--- src/hdl/tlb_pkg.sv ---
package tlb_pkg;

    // entry count and derived index width
    localparam int TLB_NUM   = 16;
    localparam int TLB_IDX_W = $clog2(TLB_NUM);

    // virtual page pair number, va[31:13]
    typedef logic [18:0] vppn_t;
    typedef logic [9:0]  asid_t;
    typedef logic [19:0] ppn_t;
    typedef logic [5:0]  ps_t;
    typedef logic [1:0]  mat_t;
    typedef logic [1:0]  plv_t;
    typedef logic [TLB_IDX_W-1:0] tlb_idx_t;
    typedef logic [4:0]  inv_op_t;

    // 4K pages, anything else is a huge page
    localparam ps_t PS_4K = 6'd12;

    // huge page compares vppn[18:9], half picked by vppn[8]
    localparam int HUGE_CMP_LSB     = 9;
    localparam int ODD_SEL_HUGE_BIT = 8;

    // invalidate operation codes
    localparam inv_op_t INV_ALL0         = 5'd0;
    localparam inv_op_t INV_ALL1         = 5'd1;
    localparam inv_op_t INV_GLOBAL       = 5'd2;
    localparam inv_op_t INV_NONGLOBAL    = 5'd3;
    localparam inv_op_t INV_ASID         = 5'd4;
    localparam inv_op_t INV_ASID_VA      = 5'd5;
    localparam inv_op_t INV_G_OR_ASID_VA = 5'd6;

endpackage

--- src/hdl/tlb_entry_array.sv ---
`timescale 1ns/1ps

module tlb_entry_array (
    input  logic               clk,
    input  logic               reset,

    // write port
    input  logic               we,
    input  tlb_pkg::tlb_idx_t  w_index,
    input  tlb_pkg::vppn_t     w_vppn,
    input  tlb_pkg::asid_t     w_asid,
    input  logic               w_g,
    input  tlb_pkg::ps_t       w_ps,
    input  logic               w_e,
    input  logic               w_v0,
    input  logic               w_d0,
    input  tlb_pkg::mat_t      w_mat0,
    input  tlb_pkg::plv_t      w_plv0,
    input  tlb_pkg::ppn_t      w_ppn0,
    input  logic               w_v1,
    input  logic               w_d1,
    input  tlb_pkg::mat_t      w_mat1,
    input  tlb_pkg::plv_t      w_plv1,
    input  tlb_pkg::ppn_t      w_ppn1,

    // read port
    input  tlb_pkg::tlb_idx_t  r_index,
    output tlb_pkg::vppn_t     r_vppn,
    output tlb_pkg::asid_t     r_asid,
    output logic               r_g,
    output tlb_pkg::ps_t       r_ps,
    output logic               r_e,
    output logic               r_v0,
    output logic               r_d0,
    output tlb_pkg::mat_t      r_mat0,
    output tlb_pkg::plv_t      r_plv0,
    output tlb_pkg::ppn_t      r_ppn0,
    output logic               r_v1,
    output logic               r_d1,
    output tlb_pkg::mat_t      r_mat1,
    output tlb_pkg::plv_t      r_plv1,
    output tlb_pkg::ppn_t      r_ppn1,

    // entries to be cleared this cycle
    input  logic [tlb_pkg::TLB_NUM-1:0] inv_kill,

    // entry contents for lookup and invalidate
    output tlb_pkg::vppn_t     entry_vppn [tlb_pkg::TLB_NUM],
    output tlb_pkg::asid_t     entry_asid [tlb_pkg::TLB_NUM],
    output logic               entry_g    [tlb_pkg::TLB_NUM],
    output logic               entry_e    [tlb_pkg::TLB_NUM],
    output tlb_pkg::ps_t       entry_ps   [tlb_pkg::TLB_NUM],
    output tlb_pkg::ppn_t      entry_ppn0 [tlb_pkg::TLB_NUM],
    output logic               entry_v0   [tlb_pkg::TLB_NUM],
    output logic               entry_d0   [tlb_pkg::TLB_NUM],
    output tlb_pkg::mat_t      entry_mat0 [tlb_pkg::TLB_NUM],
    output tlb_pkg::plv_t      entry_plv0 [tlb_pkg::TLB_NUM],
    output tlb_pkg::ppn_t      entry_ppn1 [tlb_pkg::TLB_NUM],
    output logic               entry_v1   [tlb_pkg::TLB_NUM],
    output logic               entry_d1   [tlb_pkg::TLB_NUM],
    output tlb_pkg::mat_t      entry_mat1 [tlb_pkg::TLB_NUM],
    output tlb_pkg::plv_t      entry_plv1 [tlb_pkg::TLB_NUM]
);

    import tlb_pkg::*;

    // payload fields, no reset
    always_ff @(posedge clk) begin
        if (we) begin
            entry_vppn[w_index] <= w_vppn;
            entry_asid[w_index] <= w_asid;
            entry_g[w_index]    <= w_g;
            entry_ps[w_index]   <= w_ps;
            entry_ppn0[w_index] <= w_ppn0;
            entry_v0[w_index]   <= w_v0;
            entry_d0[w_index]   <= w_d0;
            entry_mat0[w_index] <= w_mat0;
            entry_plv0[w_index] <= w_plv0;
            entry_ppn1[w_index] <= w_ppn1;
            entry_v1[w_index]   <= w_v1;
            entry_d1[w_index]   <= w_d1;
            entry_mat1[w_index] <= w_mat1;
            entry_plv1[w_index] <= w_plv1;
        end
    end

    // enables: write at own index beats the kill mask
    always_ff @(posedge clk) begin
        for (int i = 0; i < TLB_NUM; i++) begin
            if (reset) begin
                entry_e[i] <= 1'b0;
            end else if (we && (w_index == tlb_idx_t'(i))) begin
                entry_e[i] <= w_e;
            end else if (inv_kill[i]) begin
                entry_e[i] <= 1'b0;
            end
        end
    end

    assign r_vppn = entry_vppn[r_index];
    assign r_asid = entry_asid[r_index];
    assign r_g    = entry_g[r_index];
    assign r_ps   = entry_ps[r_index];
    assign r_e    = entry_e[r_index];
    assign r_v0   = entry_v0[r_index];
    assign r_d0   = entry_d0[r_index];
    assign r_mat0 = entry_mat0[r_index];
    assign r_plv0 = entry_plv0[r_index];
    assign r_ppn0 = entry_ppn0[r_index];
    assign r_v1   = entry_v1[r_index];
    assign r_d1   = entry_d1[r_index];
    assign r_mat1 = entry_mat1[r_index];
    assign r_plv1 = entry_plv1[r_index];
    assign r_ppn1 = entry_ppn1[r_index];

endmodule

--- src/hdl/tlb_search.sv ---
`timescale 1ns/1ps

module tlb_search (
    input  logic               clk,
    input  logic               reset,

    // lookup request
    input  logic               valid,
    input  tlb_pkg::vppn_t     vppn,
    input  tlb_pkg::asid_t     asid,
    input  logic               odd_page,

    // entry contents
    input  tlb_pkg::vppn_t     entry_vppn [tlb_pkg::TLB_NUM],
    input  tlb_pkg::asid_t     entry_asid [tlb_pkg::TLB_NUM],
    input  logic               entry_g    [tlb_pkg::TLB_NUM],
    input  logic               entry_e    [tlb_pkg::TLB_NUM],
    input  tlb_pkg::ps_t       entry_ps   [tlb_pkg::TLB_NUM],
    input  tlb_pkg::ppn_t      entry_ppn0 [tlb_pkg::TLB_NUM],
    input  logic               entry_v0   [tlb_pkg::TLB_NUM],
    input  logic               entry_d0   [tlb_pkg::TLB_NUM],
    input  tlb_pkg::mat_t      entry_mat0 [tlb_pkg::TLB_NUM],
    input  tlb_pkg::plv_t      entry_plv0 [tlb_pkg::TLB_NUM],
    input  tlb_pkg::ppn_t      entry_ppn1 [tlb_pkg::TLB_NUM],
    input  logic               entry_v1   [tlb_pkg::TLB_NUM],
    input  logic               entry_d1   [tlb_pkg::TLB_NUM],
    input  tlb_pkg::mat_t      entry_mat1 [tlb_pkg::TLB_NUM],
    input  tlb_pkg::plv_t      entry_plv1 [tlb_pkg::TLB_NUM],

    // lookup result
    output logic               found,
    output tlb_pkg::tlb_idx_t  index,
    output tlb_pkg::ps_t       ps,
    output tlb_pkg::ppn_t      ppn,
    output logic               v,
    output logic               d,
    output tlb_pkg::mat_t      mat,
    output tlb_pkg::plv_t      plv
);

    import tlb_pkg::*;

    logic [TLB_NUM-1:0] match_d;
    logic [TLB_NUM-1:0] match_q;
    logic [TLB_NUM-1:0] odd_d;
    logic [TLB_NUM-1:0] odd_q;
    tlb_idx_t           hit_idx;
    logic               hit_odd;

    // per-entry compare against the request
    always_comb begin
        for (int i = 0; i < TLB_NUM; i++) begin
            if (entry_ps[i] == PS_4K) begin
                match_d[i] = entry_e[i] && (entry_g[i] || (entry_asid[i] == asid)) &&
                             (entry_vppn[i] == vppn);
                odd_d[i]   = odd_page;
            end else begin
                match_d[i] = entry_e[i] && (entry_g[i] || (entry_asid[i] == asid)) &&
                             (entry_vppn[i][18:HUGE_CMP_LSB] == vppn[18:HUGE_CMP_LSB]);
                odd_d[i]   = vppn[ODD_SEL_HUGE_BIT];
            end
        end
    end

    // match held until the next request
    always_ff @(posedge clk) begin
        if (reset) begin
            match_q <= '0;
        end else if (valid) begin
            match_q <= match_d;
        end
    end

    always_ff @(posedge clk) begin
        if (valid) begin
            odd_q <= odd_d;
        end
    end

    // lowest index wins
    always_comb begin
        hit_idx = '0;
        for (int i = TLB_NUM - 1; i >= 0; i--) begin
            if (match_q[i]) begin
                hit_idx = tlb_idx_t'(i);
            end
        end
    end

    assign hit_odd = odd_q[hit_idx];
    assign found   = |match_q;
    assign index   = hit_idx;

    // fields are read live from the array, zero on a miss
    assign ps  = found ? entry_ps[hit_idx] : '0;
    assign ppn = !found ? '0 : (hit_odd ? entry_ppn1[hit_idx] : entry_ppn0[hit_idx]);
    assign v   = found && (hit_odd ? entry_v1[hit_idx] : entry_v0[hit_idx]);
    assign d   = found && (hit_odd ? entry_d1[hit_idx] : entry_d0[hit_idx]);
    assign mat = !found ? '0 : (hit_odd ? entry_mat1[hit_idx] : entry_mat0[hit_idx]);
    assign plv = !found ? '0 : (hit_odd ? entry_plv1[hit_idx] : entry_plv0[hit_idx]);

endmodule

--- src/hdl/tlb_inv_match.sv ---
`timescale 1ns/1ps

module tlb_inv_match (
    input  logic               tlbinv_en,
    input  tlb_pkg::inv_op_t   tlbinv_op,
    input  tlb_pkg::asid_t     tlbinv_asid,
    input  tlb_pkg::vppn_t     tlbinv_vpn,

    input  tlb_pkg::vppn_t     entry_vppn [tlb_pkg::TLB_NUM],
    input  tlb_pkg::asid_t     entry_asid [tlb_pkg::TLB_NUM],
    input  logic               entry_g    [tlb_pkg::TLB_NUM],
    input  tlb_pkg::ps_t       entry_ps   [tlb_pkg::TLB_NUM],

    output logic [tlb_pkg::TLB_NUM-1:0] inv_kill
);

    import tlb_pkg::*;

    always_comb begin
        logic asid_eq;
        logic va_eq;
        logic hit;
        asid_eq = 1'b0;
        va_eq   = 1'b0;
        hit     = 1'b0;
        for (int i = 0; i < TLB_NUM; i++) begin
            asid_eq = (entry_asid[i] == tlbinv_asid);
            // same page size rule as lookup
            if (entry_ps[i] == PS_4K) begin
                va_eq = (entry_vppn[i] == tlbinv_vpn);
            end else begin
                va_eq = (entry_vppn[i][18:HUGE_CMP_LSB] == tlbinv_vpn[18:HUGE_CMP_LSB]);
            end
            case (tlbinv_op)
                INV_ALL0, INV_ALL1: hit = 1'b1;
                INV_GLOBAL:         hit = entry_g[i];
                INV_NONGLOBAL:      hit = !entry_g[i];
                INV_ASID:           hit = !entry_g[i] && asid_eq;
                INV_ASID_VA:        hit = !entry_g[i] && asid_eq && va_eq;
                INV_G_OR_ASID_VA:   hit = (entry_g[i] || asid_eq) && va_eq;
                // codes 7 and up leave the table alone
                default:            hit = 1'b0;
            endcase
            inv_kill[i] = tlbinv_en && hit;
        end
    end

endmodule

--- src/hdl/tlb_top.sv ---
`timescale 1ns/1ps

module tlb_top (
    input  logic               clk,
    input  logic               reset,

    // search port 0
    input  logic               s0_valid,
    input  tlb_pkg::vppn_t     s0_vppn,
    input  tlb_pkg::asid_t     s0_asid,
    input  logic               s0_odd_page,
    output logic               s0_found,
    output tlb_pkg::tlb_idx_t  s0_index,
    output tlb_pkg::ps_t       s0_ps,
    output tlb_pkg::ppn_t      s0_ppn,
    output logic               s0_v,
    output logic               s0_d,
    output tlb_pkg::mat_t      s0_mat,
    output tlb_pkg::plv_t      s0_plv,

    // search port 1
    input  logic               s1_valid,
    input  tlb_pkg::vppn_t     s1_vppn,
    input  tlb_pkg::asid_t     s1_asid,
    input  logic               s1_odd_page,
    output logic               s1_found,
    output tlb_pkg::tlb_idx_t  s1_index,
    output tlb_pkg::ps_t       s1_ps,
    output tlb_pkg::ppn_t      s1_ppn,
    output logic               s1_v,
    output logic               s1_d,
    output tlb_pkg::mat_t      s1_mat,
    output tlb_pkg::plv_t      s1_plv,

    // write port
    input  logic               we,
    input  tlb_pkg::tlb_idx_t  w_index,
    input  tlb_pkg::vppn_t     w_vppn,
    input  tlb_pkg::asid_t     w_asid,
    input  logic               w_g,
    input  tlb_pkg::ps_t       w_ps,
    input  logic               w_e,
    input  logic               w_v0,
    input  logic               w_d0,
    input  tlb_pkg::mat_t      w_mat0,
    input  tlb_pkg::plv_t      w_plv0,
    input  tlb_pkg::ppn_t      w_ppn0,
    input  logic               w_v1,
    input  logic               w_d1,
    input  tlb_pkg::mat_t      w_mat1,
    input  tlb_pkg::plv_t      w_plv1,
    input  tlb_pkg::ppn_t      w_ppn1,

    // read port
    input  tlb_pkg::tlb_idx_t  r_index,
    output tlb_pkg::vppn_t     r_vppn,
    output tlb_pkg::asid_t     r_asid,
    output logic               r_g,
    output tlb_pkg::ps_t       r_ps,
    output logic               r_e,
    output logic               r_v0,
    output logic               r_d0,
    output tlb_pkg::mat_t      r_mat0,
    output tlb_pkg::plv_t      r_plv0,
    output tlb_pkg::ppn_t      r_ppn0,
    output logic               r_v1,
    output logic               r_d1,
    output tlb_pkg::mat_t      r_mat1,
    output tlb_pkg::plv_t      r_plv1,
    output tlb_pkg::ppn_t      r_ppn1,

    // invalidate port
    input  logic               tlbinv_en,
    input  tlb_pkg::inv_op_t   tlbinv_op,
    input  tlb_pkg::asid_t     tlbinv_asid,
    input  tlb_pkg::vppn_t     tlbinv_vpn
);

    import tlb_pkg::*;

    vppn_t  entry_vppn [TLB_NUM];
    asid_t  entry_asid [TLB_NUM];
    logic   entry_g    [TLB_NUM];
    logic   entry_e    [TLB_NUM];
    ps_t    entry_ps   [TLB_NUM];
    ppn_t   entry_ppn0 [TLB_NUM];
    logic   entry_v0   [TLB_NUM];
    logic   entry_d0   [TLB_NUM];
    mat_t   entry_mat0 [TLB_NUM];
    plv_t   entry_plv0 [TLB_NUM];
    ppn_t   entry_ppn1 [TLB_NUM];
    logic   entry_v1   [TLB_NUM];
    logic   entry_d1   [TLB_NUM];
    mat_t   entry_mat1 [TLB_NUM];
    plv_t   entry_plv1 [TLB_NUM];

    logic [TLB_NUM-1:0] inv_kill;

    tlb_entry_array u_array (
        .clk        (clk),
        .reset      (reset),
        .we         (we),
        .w_index    (w_index),
        .w_vppn     (w_vppn),
        .w_asid     (w_asid),
        .w_g        (w_g),
        .w_ps       (w_ps),
        .w_e        (w_e),
        .w_v0       (w_v0),
        .w_d0       (w_d0),
        .w_mat0     (w_mat0),
        .w_plv0     (w_plv0),
        .w_ppn0     (w_ppn0),
        .w_v1       (w_v1),
        .w_d1       (w_d1),
        .w_mat1     (w_mat1),
        .w_plv1     (w_plv1),
        .w_ppn1     (w_ppn1),
        .r_index    (r_index),
        .r_vppn     (r_vppn),
        .r_asid     (r_asid),
        .r_g        (r_g),
        .r_ps       (r_ps),
        .r_e        (r_e),
        .r_v0       (r_v0),
        .r_d0       (r_d0),
        .r_mat0     (r_mat0),
        .r_plv0     (r_plv0),
        .r_ppn0     (r_ppn0),
        .r_v1       (r_v1),
        .r_d1       (r_d1),
        .r_mat1     (r_mat1),
        .r_plv1     (r_plv1),
        .r_ppn1     (r_ppn1),
        .inv_kill   (inv_kill),
        .entry_vppn (entry_vppn),
        .entry_asid (entry_asid),
        .entry_g    (entry_g),
        .entry_e    (entry_e),
        .entry_ps   (entry_ps),
        .entry_ppn0 (entry_ppn0),
        .entry_v0   (entry_v0),
        .entry_d0   (entry_d0),
        .entry_mat0 (entry_mat0),
        .entry_plv0 (entry_plv0),
        .entry_ppn1 (entry_ppn1),
        .entry_v1   (entry_v1),
        .entry_d1   (entry_d1),
        .entry_mat1 (entry_mat1),
        .entry_plv1 (entry_plv1)
    );

    // two lookups side by side on the same entries
    tlb_search u_search0 (
        .clk(clk), .reset(reset),
        .valid(s0_valid), .vppn(s0_vppn), .asid(s0_asid), .odd_page(s0_odd_page),
        .entry_vppn(entry_vppn), .entry_asid(entry_asid), .entry_g(entry_g),
        .entry_e(entry_e), .entry_ps(entry_ps),
        .entry_ppn0(entry_ppn0), .entry_v0(entry_v0), .entry_d0(entry_d0),
        .entry_mat0(entry_mat0), .entry_plv0(entry_plv0),
        .entry_ppn1(entry_ppn1), .entry_v1(entry_v1), .entry_d1(entry_d1),
        .entry_mat1(entry_mat1), .entry_plv1(entry_plv1),
        .found(s0_found), .index(s0_index), .ps(s0_ps), .ppn(s0_ppn),
        .v(s0_v), .d(s0_d), .mat(s0_mat), .plv(s0_plv)
    );

    tlb_search u_search1 (
        .clk(clk), .reset(reset),
        .valid(s1_valid), .vppn(s1_vppn), .asid(s1_asid), .odd_page(s1_odd_page),
        .entry_vppn(entry_vppn), .entry_asid(entry_asid), .entry_g(entry_g),
        .entry_e(entry_e), .entry_ps(entry_ps),
        .entry_ppn0(entry_ppn0), .entry_v0(entry_v0), .entry_d0(entry_d0),
        .entry_mat0(entry_mat0), .entry_plv0(entry_plv0),
        .entry_ppn1(entry_ppn1), .entry_v1(entry_v1), .entry_d1(entry_d1),
        .entry_mat1(entry_mat1), .entry_plv1(entry_plv1),
        .found(s1_found), .index(s1_index), .ps(s1_ps), .ppn(s1_ppn),
        .v(s1_v), .d(s1_d), .mat(s1_mat), .plv(s1_plv)
    );

    tlb_inv_match u_inv (
        .tlbinv_en   (tlbinv_en),
        .tlbinv_op   (tlbinv_op),
        .tlbinv_asid (tlbinv_asid),
        .tlbinv_vpn  (tlbinv_vpn),
        .entry_vppn  (entry_vppn),
        .entry_asid  (entry_asid),
        .entry_g     (entry_g),
        .entry_ps    (entry_ps),
        .inv_kill    (inv_kill)
    );

endmodule

--- config.mk ---
export PLATFORM = sky130hd
export DESIGN_NAME = tlb_top
export DESIGN_NICKNAME = d
export VERILOG_FILES = /design/src/hdl/tlb_pkg.sv /design/src/hdl/tlb_entry_array.sv /design/src/hdl/tlb_search.sv /design/src/hdl/tlb_inv_match.sv /design/src/hdl/tlb_top.sv
export SDC_FILE = /design/constraint.sdc
export NUM_CORES = 2
export LEC_CHECK = 0
export BUFFER_PORTS_ARGS = -buffer_cell sky130_fd_sc_hd__buf_4
export CELL_PAD_IN_SITES_DETAIL_PLACEMENT = 0
export CELL_PAD_IN_SITES_GLOBAL_PLACEMENT = 2
export CORE_UTILIZATION = 50
export CTS_CLUSTER_DIAMETER = 150
export DETAILED_ROUTE_END_ITERATION = 10
export GPL_TIMING_DRIVEN = 0
export PLACE_DENSITY = 0.92
export SLEW_MARGIN = 20
export SYNTH_ARGS = -nofsm -noshare
export SYNTH_HDL_FRONTEND = slang
export SYNTH_SLANG_ARGS = --single-unit
--- constraint.sdc ---
create_clock -name clk -period 24.2 [get_ports clk]
set_input_delay 1.21 -clock clk [delete_from_list [all_inputs] [get_ports clk]]
set_output_delay 1.21 -clock clk [all_outputs]
set_load 0.01 [all_outputs]
==> key figures <==
Global route
  • First-pass GRT wire length: 538.6 mm
  • Pin count of the biggest net entering global routing: 19
  • GRT Util Overall: 0.4448
  • Grt ovf: 0
  • Vias in the first global route: 62,700
  • Initial antenna violation count: 51

Final layout
  • Share of cells above drive strength 1: 0.2710
  • Post-layout net count: 6,676
  • Core Util, Final: 0.5797
  • Fill count: 13,640
  • Fin cells: 8,972
  • Area Overhead vs Synth: 15.04%

Critical path
  • Crit start category: flip-flop
  • Critical-path cell list: nor2_1, nand2_1, o21ai_0, and3_1, clkbuf_1, nor2b_1, clkbuf_1, clkbuf_1, a22oi_1, a21o_1, a21oi_1, buf_4
  • Delay-heaviest family, CP: buffers and inverters
  • Cell mode on critical path: clkbuf_1
  • Crit Path Max Fanout: 10
  • Worst setup path category: flip-flop to primary output
  • Worst Path Buf+Inv: 4
  • Slowest CP cell: clkbuf_1
  • CP arrival: 5.51 ns
  • CP Capture Type: primary output
  • CP max stage delay: 0.92 ns
  • CP Data Required Time: 22.99 ns

Placement
  • Placement Setup Slack: 18.45 ns
  • Placer's final routability congestion estimate: 1.042
  • Buffers on Ports: 266
  • Post-DP HPWL: 292.5 mm
  • Inst Count DP: 8,635

Floorplan
  • Total Die Area: 177,200 um2
  • Starting Density: 0.5039
  • Die X-Extent: 421 um
  • FP Rows: 153
  • Top Ports: 360
  • Core ar.: 174,200 um2
  • Die height: 421 um

Pwr
  • Worst vdd ir: 71.16 uV
  • Sw power: 1602 uW
  • Comb power frac: 0.111
  • Sequential fraction of design power: 0.476
  • Leak: 0.03192 uW
  • Total power: 6177 uW
  • Sw Share: 0.2594
  • Power per standard cell area: 61.17 nW/um2
  • Clk pwr share: 0.413
  • Pint: 4575 uW

Logic synthesis
  • Most frequent cells after synthesis: edfxtp_1, mux4_2, xnor2_1
  • Share of synthesized flip-flops with an asynchronous set or reset: 0
  • #FFs+latches synth: 1,488
  • Top-area cell type share of the netlist area: 0.4926
  • Synth Flop Type: edfxtp_1
  • Mapped Cells: 5,888
  • Seq/Total Area, Yosys: 0.5035
  • Distinct cells, synth: 49
  • Yosys top cell by area: edfxtp_1
  • Top cells by area, synth: edfxtp_1, mux4_2, xnor2_1, xor2_1, a22oi_1
  • Most frequent cell after synthesis: edfxtp_1
  • Ys Warns: 0
  • Synth Net Count: 6,085
  • Cell area after synthesis: 87,780 um2
  • Post-synthesis area per instance: 14.91 um2
  • EDFF count, synth: 1,440

Drt
  • Initial DRC count: 13,140
  • DR WL/cell: 44.61 um
  • Detailed-router iteration count before antenna repair: 6
  • Drt total wl: 400.2 mm
  • Via count: 66,520
  • Vias per inst: 7.414
  • Drc violations: 0
  • DRT antenna net count: 0

CTS
  • Sink Count: 1,488
  • CTS clock-pin slew for the worst setup and hold paths: 0.06 ns
  • CTS tree: done
  • Htree depth: 4
  • Post-CTS Setup Inserts: 0
  • Hold_buf cts: 0
  • CTS Buf Count: 167
  • Post-CTS sizing: 0
  • CTS root buf: clkbuf_16
  • Clk Latency, worst-skew pair: 0.86 ns
  • Deepest clock path buffer count: 3

Timing
  • Final Max Slew Viols: 0
  • Fmax: 148.8 MHz
  • Setup_tns: 0 ns
  • Period utilisation layout: 0.2778
  • Worst slew margin: 0.0004478
  • Worst Skew: 0.04120 ns
  • RSZ-0062 raised after global routing: false
  • Least-Margin Pin Slew: 1.486 ns
  • Endpoints failing setup: 0
  • Min cycle time layout: 6.722 ns
  • Hold Vio Cnt, Final: 0
  • Worst setup margin: 17.48 ns

Status
  • Failing checks: max-capacitance violations
  • Status: complete, but fails checks

Min path
  • Hold Path Class: flip-flop to flip-flop

Flow run
  • Max-Cap Viols: 1
registers in the layout (all words and copies together) (netlist names), 32 cells and up:
signal,cells
u_array.entry_ppn1,320
u_array.entry_mat0,32
u_array.entry_asid,160
u_array.entry_vppn,304
u_array.entry_ps,96
u_array.entry_plv0,32
u_array.entry_plv1,32
u_array.entry_ppn0,320
u_array.entry_mat1,32
routing by layer:
layer	wire [um]	track usage	up-vias
met4	24370	0.2255	26
met2	166700	0.6179	6645
met5	255	0	-
met1	144100	0.6068	33970
met3	64800	0.1717	1131
li1	-	-	24750
final timing paths:
kind                                                         from                           endpoint  slack [ns]  cells after the start
worst min-delay path            u_search1.match_q[9]$_SDFFE_PP0P_  u_search1.match_q[9]$_SDFFE_PP0P_        0.54                      2
worst max register to register   u_array.entry_asid[19]$_DFFE_PP_    u_array.entry_e[1]$_SDFFE_PP0P_       19.80                      9
worst min register to register  u_search1.match_q[9]$_SDFFE_PP0P_  u_search1.match_q[9]$_SDFFE_PP0P_        0.54                      2
worst max-delay path            u_search1.match_q[8]$_SDFFE_PP0P_                         s1_ppn[18]       17.48                     12
through the flow:
stage	hold WS, ns	area (um2)
after global routing	0.5669	100900
after floorplan	0.4804	87780
after global placement	0.5182	92690
after CTS	0.5386	100800
after detailed placement	0.5277	95510
final	0.5387	101000
cell type report:
| cell class | instances | area [um2] | share of cell area |
|---|---|---|---|
| clock buffer | 208 | 4418 | 0.04375 |
| inverter | 17 | 63.81 | 0.0006319 |
| clock inverter | 90 | 892.1 | 0.008834 |
| buffer | 495 | 2181 | 0.02160 |
| tap | 2325 | 2909 | 0.02881 |
| antenna | 39 | 97.59 | 0.0009664 |
| multi-input combinational | 3888 | 41650 | 0.4125 |
| timing repair buffer | 422 | 4564 | 0.04520 |
| sequential | 1488 | 44200 | 0.4377 |
kinds of logic (layout without fill, tap and decap cells):
kind of cell,Yosys count,after routing,share of synthesized area
other,0,39,0
multiplexers,901,901,0.2271
flip-flops,1488,1488,0.5035
AO/OA/AOI/OAI,585,585,0.04668
buffers and inverters,512,1232,0.02410
XOR/XNOR,1409,1409,0.1406
AND/OR/NAND/NOR,993,993,0.05803
placed cells by master (no fill, tap or decap), drive strengths merged, types with 55 or more instances in the layout:
cell type / netlist / final
buf: 171 / 584
nor4: 213 / 213
clkbuf: 324 / 541
clkinv: 0 / 63
a22oi: 212 / 212
edfxtp: 1440 / 1440
xor2: 664 / 664
nor2: 75 / 75
nand2: 333 / 333
xnor2: 745 / 745
a31oi: 59 / 59
mux4: 869 / 869
nand3: 92 / 92
nand4: 148 / 148
nor3: 55 / 55
a21oi: 135 / 135
power by group through the flow:
stage	Clock (uW)	Sequential (uW)	Combinational, uW
after floorplan	0	2970	362
after global placement	0	3000	636
after detailed placement	0	2990	659
after CTS	2530	2930	662
after global routing	2620	2940	695
final	2550	2940	686
worst register-to-register path, stage by stage, from the launching register on:
cell	delay, ns
edfxtp_1	0.53
xor2_1	0.20
nor4_1	0.50
nand2_1	0.13
nor4_1	1.13
a21oi_1	0.35
nor4_1	0.97
a211oi_1	0.12
o221ai_1	0.21
a21oi_1	0.09
No activity file was read; power rests on OpenSTA's default activity.
